File: src/verilog/fp_ss_pkg.sv
/*
  Shared widths and encodings of the FP16 subsystem.
  Operands and responses are FLEN wide and split into LANE_W lanes.
*/

package fp_ss_pkg;

  localparam int unsigned FLEN      = 32;
  localparam int unsigned LANE_W    = 16;
  localparam int unsigned NUM_LANES = FLEN / LANE_W;
  localparam int unsigned ID_W      = 5;

  typedef logic [LANE_W-1:0] lane_t;

  // Request opcodes with the last two codes left illegal
  typedef enum logic [3:0] {
    OP_FSGNJ,
    OP_FSGNJN,
    OP_FSGNJX,
    OP_FMIN,
    OP_FMAX,
    OP_FEQ,
    OP_FLT,
    OP_FLE,
    OP_FMV_X,
    OP_VFSGNJ,
    OP_VFSGNJN,
    OP_VFSGNJX,
    OP_VFMIN,
    OP_VFMAX
  } fp_op_e;

  // Function computed by each lane
  typedef enum logic [3:0] {
    F_SGNJ,
    F_SGNJN,
    F_SGNJX,
    F_MIN,
    F_MAX,
    F_EQ,
    F_LT,
    F_LE,
    F_PASS
  } lane_func_e;

  // Response formatting in write-back
  typedef enum logic [1:0] {
    RES_VEC,
    RES_BOX,
    RES_BIT,
    RES_SEXT
  } res_kind_e;

endpackage
File: src/verilog/fp_ss.sv
/*
  FP16 subsystem on a valid/ready accelerator port.
  Two cycles from accept to response, one request per cycle.
*/

module fp_ss (
  input  logic                          clk_i,
  input  logic                          reset_i,
  // Accelerator request
  input  logic                          req_valid_i,
  output logic                          req_ready_o,
  input  fp_ss_pkg::fp_op_e             req_op_i,
  input  logic [fp_ss_pkg::ID_W-1:0]    req_id_i,
  input  logic [fp_ss_pkg::FLEN-1:0]    req_arga_i,
  input  logic [fp_ss_pkg::FLEN-1:0]    req_argb_i,
  // Accelerator response
  output logic                          resp_valid_o,
  input  logic                          resp_ready_i,
  output logic [fp_ss_pkg::ID_W-1:0]    resp_id_o,
  output logic [fp_ss_pkg::FLEN-1:0]    resp_data_o,
  output logic                          resp_error_o,
  // Core event strobe
  output logic                          issue_o
);

  import fp_ss_pkg::*;

  logic                  issue_valid;
  lane_func_e            lane_func;
  res_kind_e             res_kind;
  logic [ID_W-1:0]       req_id;
  logic                  issue_error;
  logic [FLEN-1:0]       op_a;
  logic [FLEN-1:0]       op_b;
  logic                  wb_ready;
  lane_t [NUM_LANES-1:0] lane_result;
  logic [NUM_LANES-1:0]  lane_flag;

  fp_ss_decoder i_decoder (
    .clk_i         ( clk_i       ),
    .reset_i       ( reset_i     ),
    .req_valid_i   ( req_valid_i ),
    .req_op_i      ( req_op_i    ),
    .req_id_i      ( req_id_i    ),
    .req_arga_i    ( req_arga_i  ),
    .req_argb_i    ( req_argb_i  ),
    .req_ready_o   ( req_ready_o ),
    .wb_ready_i    ( wb_ready    ),
    .issue_valid_o ( issue_valid ),
    .func_o        ( lane_func   ),
    .kind_o        ( res_kind    ),
    .id_o          ( req_id      ),
    .a_o           ( op_a        ),
    .b_o           ( op_b        ),
    .error_o       ( issue_error ),
    .issue_o       ( issue_o     )
  );

  // One lane per 16-bit half of the operands
  for (genvar i = 0; i < NUM_LANES; i++) begin : gen_lane
    fp16_lane i_lane (
      .func_i   ( lane_func                  ),
      .a_i      ( op_a[i*LANE_W +: LANE_W]   ),
      .b_i      ( op_b[i*LANE_W +: LANE_W]   ),
      .result_o ( lane_result[i]             ),
      .flag_o   ( lane_flag[i]               )
    );
  end

  fp_ss_writeback i_writeback (
    .clk_i         ( clk_i        ),
    .reset_i       ( reset_i      ),
    .valid_i       ( issue_valid  ),
    .kind_i        ( res_kind     ),
    .id_i          ( req_id       ),
    .error_i       ( issue_error  ),
    .lane_result_i ( lane_result  ),
    .lane_flag_i   ( lane_flag    ),
    .ready_o       ( wb_ready     ),
    .resp_ready_i  ( resp_ready_i ),
    .resp_valid_o  ( resp_valid_o ),
    .resp_id_o     ( resp_id_o    ),
    .resp_data_o   ( resp_data_o  ),
    .resp_error_o  ( resp_error_o )
  );

endmodule

File: src/verilog/fp_ss_writeback.sv
/*
  Response formatting and one-entry output register.
  Error responses always carry zero data.
*/

module fp_ss_writeback (
  input  logic                                           clk_i,
  input  logic                                           reset_i,
  // From the issue register and lanes
  input  logic                                           valid_i,
  input  fp_ss_pkg::res_kind_e                           kind_i,
  input  logic [fp_ss_pkg::ID_W-1:0]                     id_i,
  input  logic                                           error_i,
  input  fp_ss_pkg::lane_t [fp_ss_pkg::NUM_LANES-1:0]    lane_result_i,
  input  logic [fp_ss_pkg::NUM_LANES-1:0]                lane_flag_i,
  output logic                                           ready_o,
  // Response to the core
  input  logic                                           resp_ready_i,
  output logic                                           resp_valid_o,
  output logic [fp_ss_pkg::ID_W-1:0]                     resp_id_o,
  output logic [fp_ss_pkg::FLEN-1:0]                     resp_data_o,
  output logic                                           resp_error_o
);

  import fp_ss_pkg::*;

  logic [FLEN-1:0] wb_data;
  logic            valid_q;

  // --------------------
  // Result merge
  // --------------------
  always_comb begin
    case (kind_i)
      RES_VEC:  wb_data = lane_result_i;
      RES_BOX:  wb_data = {{(FLEN-LANE_W){1'b1}}, lane_result_i[0]};
      RES_BIT:  wb_data = {{(FLEN-1){1'b0}}, lane_flag_i[0]};
      RES_SEXT: wb_data = {{(FLEN-LANE_W){lane_result_i[0][LANE_W-1]}}, lane_result_i[0]};
      default:  wb_data = '0;
    endcase
    if (error_i) begin
      wb_data = '0;
    end
  end

  // --------------------
  // Output register
  // --------------------
  assign ready_o = ~valid_q | resp_ready_i;

  always_ff @(posedge clk_i) begin
    if (reset_i) begin
      valid_q <= 1'b0;
    end else if (ready_o) begin
      valid_q <= valid_i;
    end
  end

  // Payload holds while the core stalls
  always_ff @(posedge clk_i) begin
    if (valid_i && ready_o) begin
      resp_id_o    <= id_i;
      resp_data_o  <= wb_data;
      resp_error_o <= error_i;
    end
  end

  assign resp_valid_o = valid_q;

endmodule

File: src/verilog/fp16_lane.sv
/*
  Combinational FP16 lane for sign injection, min/max and compares.
  Min/max follow the RISC-V rules, with canonical NaN 16'h7e00.
*/

module fp16_lane (
  input  fp_ss_pkg::lane_func_e func_i,
  input  fp_ss_pkg::lane_t      a_i,
  input  fp_ss_pkg::lane_t      b_i,
  output fp_ss_pkg::lane_t      result_o,
  output logic                  flag_o
);

  import fp_ss_pkg::*;

  localparam lane_t CANON_NAN = 16'h7e00;

  logic a_sign;
  logic b_sign;
  logic a_nan;
  logic b_nan;
  logic any_nan;
  logic both_zero;
  logic lt_total;
  logic is_eq;
  logic is_lt;
  lane_t min_val;
  lane_t max_val;

  // --------------------
  // Classification
  // --------------------
  assign a_sign    = a_i[LANE_W-1];
  assign b_sign    = b_i[LANE_W-1];
  assign a_nan     = (&a_i[14:10]) & (|a_i[9:0]);
  assign b_nan     = (&b_i[14:10]) & (|b_i[9:0]);
  assign any_nan   = a_nan | b_nan;
  assign both_zero = (a_i[LANE_W-2:0] == '0) & (b_i[LANE_W-2:0] == '0);

  // Ordering where -0 sits below +0
  always_comb begin
    if (a_sign != b_sign) begin
      lt_total = a_sign;
    end else if (a_sign) begin
      lt_total = b_i[LANE_W-2:0] < a_i[LANE_W-2:0];
    end else begin
      lt_total = a_i[LANE_W-2:0] < b_i[LANE_W-2:0];
    end
  end

  assign is_eq = (a_i == b_i) | both_zero;
  assign is_lt = lt_total & ~both_zero;

  // --------------------
  // Min and max
  // --------------------
  always_comb begin
    if (a_nan & b_nan) begin
      min_val = CANON_NAN;
      max_val = CANON_NAN;
    end else if (a_nan) begin
      min_val = b_i;
      max_val = b_i;
    end else if (b_nan) begin
      min_val = a_i;
      max_val = a_i;
    end else begin
      min_val = lt_total ? a_i : b_i;
      max_val = lt_total ? b_i : a_i;
    end
  end

  // Result select
  always_comb begin
    result_o = a_i;
    flag_o   = 1'b0;
    case (func_i)
      F_SGNJ:  result_o = {b_sign, a_i[LANE_W-2:0]};
      F_SGNJN: result_o = {~b_sign, a_i[LANE_W-2:0]};
      F_SGNJX: result_o = {a_sign ^ b_sign, a_i[LANE_W-2:0]};
      F_MIN:   result_o = min_val;
      F_MAX:   result_o = max_val;
      F_EQ:    flag_o   = ~any_nan & is_eq;
      F_LT:    flag_o   = ~any_nan & is_lt;
      F_LE:    flag_o   = ~any_nan & (is_lt | is_eq);
      default: result_o = a_i;
    endcase
  end

endmodule

File: src/verilog/fp_ss_decoder.sv
/*
  Request decoder with a one-entry issue register.
  Scalar operands use their low half with no NaN-box check.
*/

module fp_ss_decoder (
  input  logic                            clk_i,
  input  logic                            reset_i,
  // Request from the core
  input  logic                            req_valid_i,
  input  fp_ss_pkg::fp_op_e               req_op_i,
  input  logic [fp_ss_pkg::ID_W-1:0]      req_id_i,
  input  logic [fp_ss_pkg::FLEN-1:0]      req_arga_i,
  input  logic [fp_ss_pkg::FLEN-1:0]      req_argb_i,
  output logic                            req_ready_o,
  // Issue register towards lanes and write-back
  input  logic                            wb_ready_i,
  output logic                            issue_valid_o,
  output fp_ss_pkg::lane_func_e           func_o,
  output fp_ss_pkg::res_kind_e            kind_o,
  output logic [fp_ss_pkg::ID_W-1:0]      id_o,
  output logic [fp_ss_pkg::FLEN-1:0]      a_o,
  output logic [fp_ss_pkg::FLEN-1:0]      b_o,
  output logic                            error_o,
  // Event strobe
  output logic                            issue_o
);

  import fp_ss_pkg::*;

  lane_func_e dec_func;
  res_kind_e  dec_kind;
  logic       dec_error;

  logic       valid_q;
  logic       issue_q;
  logic       accept;

  // --------------------
  // Opcode decode
  // --------------------
  always_comb begin
    dec_func  = F_PASS;
    dec_kind  = RES_BIT;
    dec_error = 1'b0;
    case (req_op_i)
      OP_FSGNJ: begin
        dec_func = F_SGNJ;
        dec_kind = RES_BOX;
      end
      OP_FSGNJN: begin
        dec_func = F_SGNJN;
        dec_kind = RES_BOX;
      end
      OP_FSGNJX: begin
        dec_func = F_SGNJX;
        dec_kind = RES_BOX;
      end
      OP_FMIN: begin
        dec_func = F_MIN;
        dec_kind = RES_BOX;
      end
      OP_FMAX: begin
        dec_func = F_MAX;
        dec_kind = RES_BOX;
      end
      OP_FEQ:  dec_func = F_EQ;
      OP_FLT:  dec_func = F_LT;
      OP_FLE:  dec_func = F_LE;
      // Raw move sign-extended in write-back
      OP_FMV_X: begin
        dec_func = F_PASS;
        dec_kind = RES_SEXT;
      end
      OP_VFSGNJ: begin
        dec_func = F_SGNJ;
        dec_kind = RES_VEC;
      end
      OP_VFSGNJN: begin
        dec_func = F_SGNJN;
        dec_kind = RES_VEC;
      end
      OP_VFSGNJX: begin
        dec_func = F_SGNJX;
        dec_kind = RES_VEC;
      end
      OP_VFMIN: begin
        dec_func = F_MIN;
        dec_kind = RES_VEC;
      end
      OP_VFMAX: begin
        dec_func = F_MAX;
        dec_kind = RES_VEC;
      end
      default: dec_error = 1'b1;
    endcase
  end

  // --------------------
  // Issue register
  // --------------------
  assign req_ready_o = ~valid_q | wb_ready_i;
  assign accept      = req_valid_i & req_ready_o;

  always_ff @(posedge clk_i) begin
    if (reset_i) begin
      valid_q <= 1'b0;
      issue_q <= 1'b0;
    end else begin
      if (req_ready_o) begin
        valid_q <= req_valid_i;
      end
      issue_q <= accept;
    end
  end

  always_ff @(posedge clk_i) begin
    if (accept) begin
      func_o  <= dec_func;
      kind_o  <= dec_kind;
      error_o <= dec_error;
      id_o    <= req_id_i;
      a_o     <= req_arga_i;
      b_o     <= req_argb_i;
    end
  end

  assign issue_valid_o = valid_q;
  assign issue_o       = issue_q;

endmodule

File: config.mk
export PLATFORM = sky130hd
export DESIGN_NAME = fp_ss
export DESIGN_NICKNAME = d
export VERILOG_FILES = /design/src/verilog/fp_ss_pkg.sv /design/src/verilog/fp_ss.sv /design/src/verilog/fp_ss_writeback.sv /design/src/verilog/fp16_lane.sv /design/src/verilog/fp_ss_decoder.sv
export SDC_FILE = /design/constraint.sdc
export NUM_CORES = 1
export LEC_CHECK = 0
export ABC_AREA = 1
export BUFFER_PORTS_ARGS = -buffer_cell sky130_fd_sc_hd__buf_2
export CORE_ASPECT_RATIO = 1.1
export CORE_UTILIZATION = 44
export CTS_CLUSTER_SIZE = 30
export DETAILED_ROUTE_END_ITERATION = 16
export PLACE_DENSITY = 0.7
export SLEW_MARGIN = 20
export SYNTH_ARGS = -nofsm -noshare
export SYNTH_HDL_FRONTEND = slang
export SYNTH_SLANG_ARGS = --single-unit
File: constraint.sdc
create_clock -name clk_i -period 3.6 [get_ports clk_i]
set_clock_uncertainty 0.15 [all_clocks]
set_input_delay 0.54 -clock clk_i [delete_from_list [all_inputs] [get_ports clk_i]]
set_output_delay 0.54 -clock clk_i [all_outputs]
set_load 0.1 [all_outputs]
==> run metrics <==
hpwl dp 11600 um; clock transition at the registers of the reported paths 0.05 ns; R2R Path End i_writeback.resp_data_o[12]; largest net degree at the start of global routing 39; worst hold path depth 1; Clk pwr share 39.6%; ys flop type edfxtp_1; synthesized area 0.00665 mm2; distinct cell type count after synthesis 34; Worst path top cell family by delay simple AND/OR/NAND/NOR gates; Pint 0.00278 W; vias in the first global route 5074; CP cell instances ha_1 > nand2_1 > nor2_1 > nand2_1 > nand3_1 > nand2_1 > nand2_1 > nand2_1 > nand2_1 > nand2_2 > nand2_2 > nand2_2 > o211ai_1 > nand3_1 > nand2_1 > inv_1; Async SR Flop Fraction 0%; initial DRC count 436; fin util 54.7%; Worst path most repeated cell nand2_1; layout cell share with drive strength beyond 1 22.3%; core area 0.0146 mm2; CP arrival 2.97 ns; CTS tree done; NetSw 0.00114 W; Reg power frac 42.1%; max-cap violation count 0; syn_area_per_cell 8.83 um2; RePlAce Congestion 0.925; Hold Vio Cnt, Final 0; Max Freq 339 MHz; Hold Crit Start req_argb_i[13]; Synth area leaders edfxtp_1 (51%), nand2_1 (12%), nand3_1 (7.7%), ha_1 (6.4%), inv_1 (5.2%); area leader, netlist edfxtp_1; Pre-antenna DRT Iters 5; worst r2r src i_decoder.b_o[6]; first-pass GRT wire length 25400 um; die width 119 um; number of buffers added on ports 117; Power Dens Cells 491 mW/mm2; Slowest cell on crit path edfxtp_1; worst skew pair latency 0.41 ns; Reg2Reg Setup Slack 0.65 ns; post-CTS setup buffer count 0; worst-case vdd ir drop 0.337 mV; grt total ovfl 0; Starting Density 45.5%; num rows 46; met2 GRT Util 32.3%; cts hold-fix bufs 0; CTS H-tree depth 4; Via Count 5571; Req. time, crit path 3.62 ns; CTS Buf Count 17; met3 GRT Util 5.86%; EDFF count, synth 114; P&R area growth vs syn 20.1%; Die Ht 131 um; die area 0.0156 mm2; Worst Setup Path Type flop to flop; FF/Latch Area 0.00348 mm2; Critical Path End Type flop; Ports 118; final layout net count 986; Comb pwr share 18.3%; Antenna Nets Post-Route 0; drc violations 0; Mapped Cells 753; DR vias/cell 5.16; CP startpoint i_decoder.b_o[6]; GR Util met1 29.2%; CP max FO 20; worst hold path endpoint i_decoder.b_o[13]; CP startpoint kind flop; Synth Register Bits 117; Resized Gates After CTS 0; Routed WL 15700 um; worst slew pin tran 0.831 ns; Worst Hold Class primary input to flop; Post-Syn Nets 864; Antenna diodes 0; register area share after synthesis 52.4%; Pins Over Slew Limit 0; wire per inst 14.6 um; worst path bufs/invs 1; Max-slew headroom 44.6%; most instantiated cells after synthesis nand2_1 (206), edfxtp_1 (114), nand3_1 (102); fill count 1393; gr usage total 21.3%; Final Cycle Share 82.0%; Root Driver clkbuf_16; Static Leak 3.70 nW; area of the multi-input gates 0.00266 mm2; maximum clock path buffer count 2; status complete, no violations; top-count cell post-synth nand2_1; TritonCTS Sinks 117; RSZ-0062 raised after global routing false; Sw Ratio 29.0%; Setup TNS 0 ns; setup violators final 0; initial antenna violation count 0; reg2reg path depth 16; Period minus WS final 2.95 ns; CP peak stage delay 0.43 ns; post-synth top area share 51.5%; Synthesis Warnings 0; Top Usage Layer GRT met2
## metal layers
metal	up-vias	part of all wire (%)
met3	22	7.7
li1	2788	-
met5	-	0
met1	2525	47
met2	236	44
met4	0	1.6
## cell usage in the layout (no fill, tap or decap), types with 4 or more instances in the layout
cell type and n:
nor4_1 4, a21oi_1 40, edfxtp_1 114, o21ai_1 6
buf_4 9, nand4_1 9, ha_1 34, buf_2 117
nor2_1 41, clkinv_2 5, inv_1 91, o21ai_0 21
o211ai_1 5, nand2_1 206, a21oi_2 11, clkbuf_16 17
nand2_2 12, inv_2 8, nand3_1 101, nor3_1 4
## cells by family after synthesis
family	synth area share (%)
and+or+nand+nor	25.7
buffers and inverters	7.86
adders and majority gates	6.39
DFF	52.4
AOI/OAI and AO/OA	7.69
## how the worst max path moves through the flow
stage                                       end  cells after the start
global placement    i_writeback.resp_data_o[12]                     17
CTS                 i_writeback.resp_data_o[12]                     17
finish              i_writeback.resp_data_o[12]                     16
global route        i_writeback.resp_data_o[13]                     17
floorplan                      i_decoder.a_o[0]                      3
detailed placement  i_writeback.resp_data_o[12]                     17
## final cells by class
type,instances,area share [%]
Clock buffer,23,5.98
Clock inverter,9,0.971
Inverter,100,4.70
Multi-Input combinational cell,512,33.3
Sequential cell,117,43.6
Tap cell,192,3.01
Timing Repair Buffer,127,8.42
## flip-flops by register name (all words and copies together) (netlist names)
register	cells
i_writeback.resp_valid_o	1
i_decoder.a_o	32
i_writeback.resp_data_o	32
i_decoder.func_o	4
i_decoder.b_o	32
i_decoder.issue_valid_o	1
i_decoder.issue_o	1
i_decoder.kind_o	2
i_writeback.resp_id_o	5
i_decoder.id_o	5
i_writeback.resp_error_o	1
i_decoder.error_o	1
## through the flow
step | hold WS (ns) | instances | cell area, um2 | power [W] | setup slack [ns]
after floorplan | 0.250 | 753 | 6660 | 0.00221 | 0.0480
after global placement | 0.251 | 1048 | 7430 | 0.00238 | 0.713
after detailed placement | 0.257 | 1048 | 7430 | 0.00239 | 0.731
after CTS | 0.131 | 1080 | 7990 | 0.00395 | 0.697
after global routing | 0.126 | 1080 | 7990 | 0.00409 | 0.397
final | 0.148 | 1080 | 7990 | 0.00392 | 0.647
## worst register-to-register path, cell delays in order, from the launching register on
cell and delay (ns):
edfxtp_1 0.43, ha_1 0.33, nand2_1 0.07, nor2_1 0.19
nand2_1 0.09, nand3_1 0.09, nand2_1 0.06, nand2_1 0.08
nand2_1 0.05, nand2_1 0.08, nand2_2 0.06, nand2_2 0.17
nand2_2 0.30, o211ai_1 0.28, nand3_1 0.14, nand2_1 0.11
inv_1 0.04
## power groups by stage
stage          registers [W]  logic, W  clock network, W
5_1_grt              0.00166  0.000785           0.00165
3_3_place_gp         0.00168  0.000705                 0
3_5_place_dp         0.00168  0.000711                 0
6_report             0.00165  0.000716           0.00155
4_1_cts              0.00165  0.000714           0.00159
2_1_floorplan        0.00185  0.000366                 0
(Power assumes the default switching activity.)
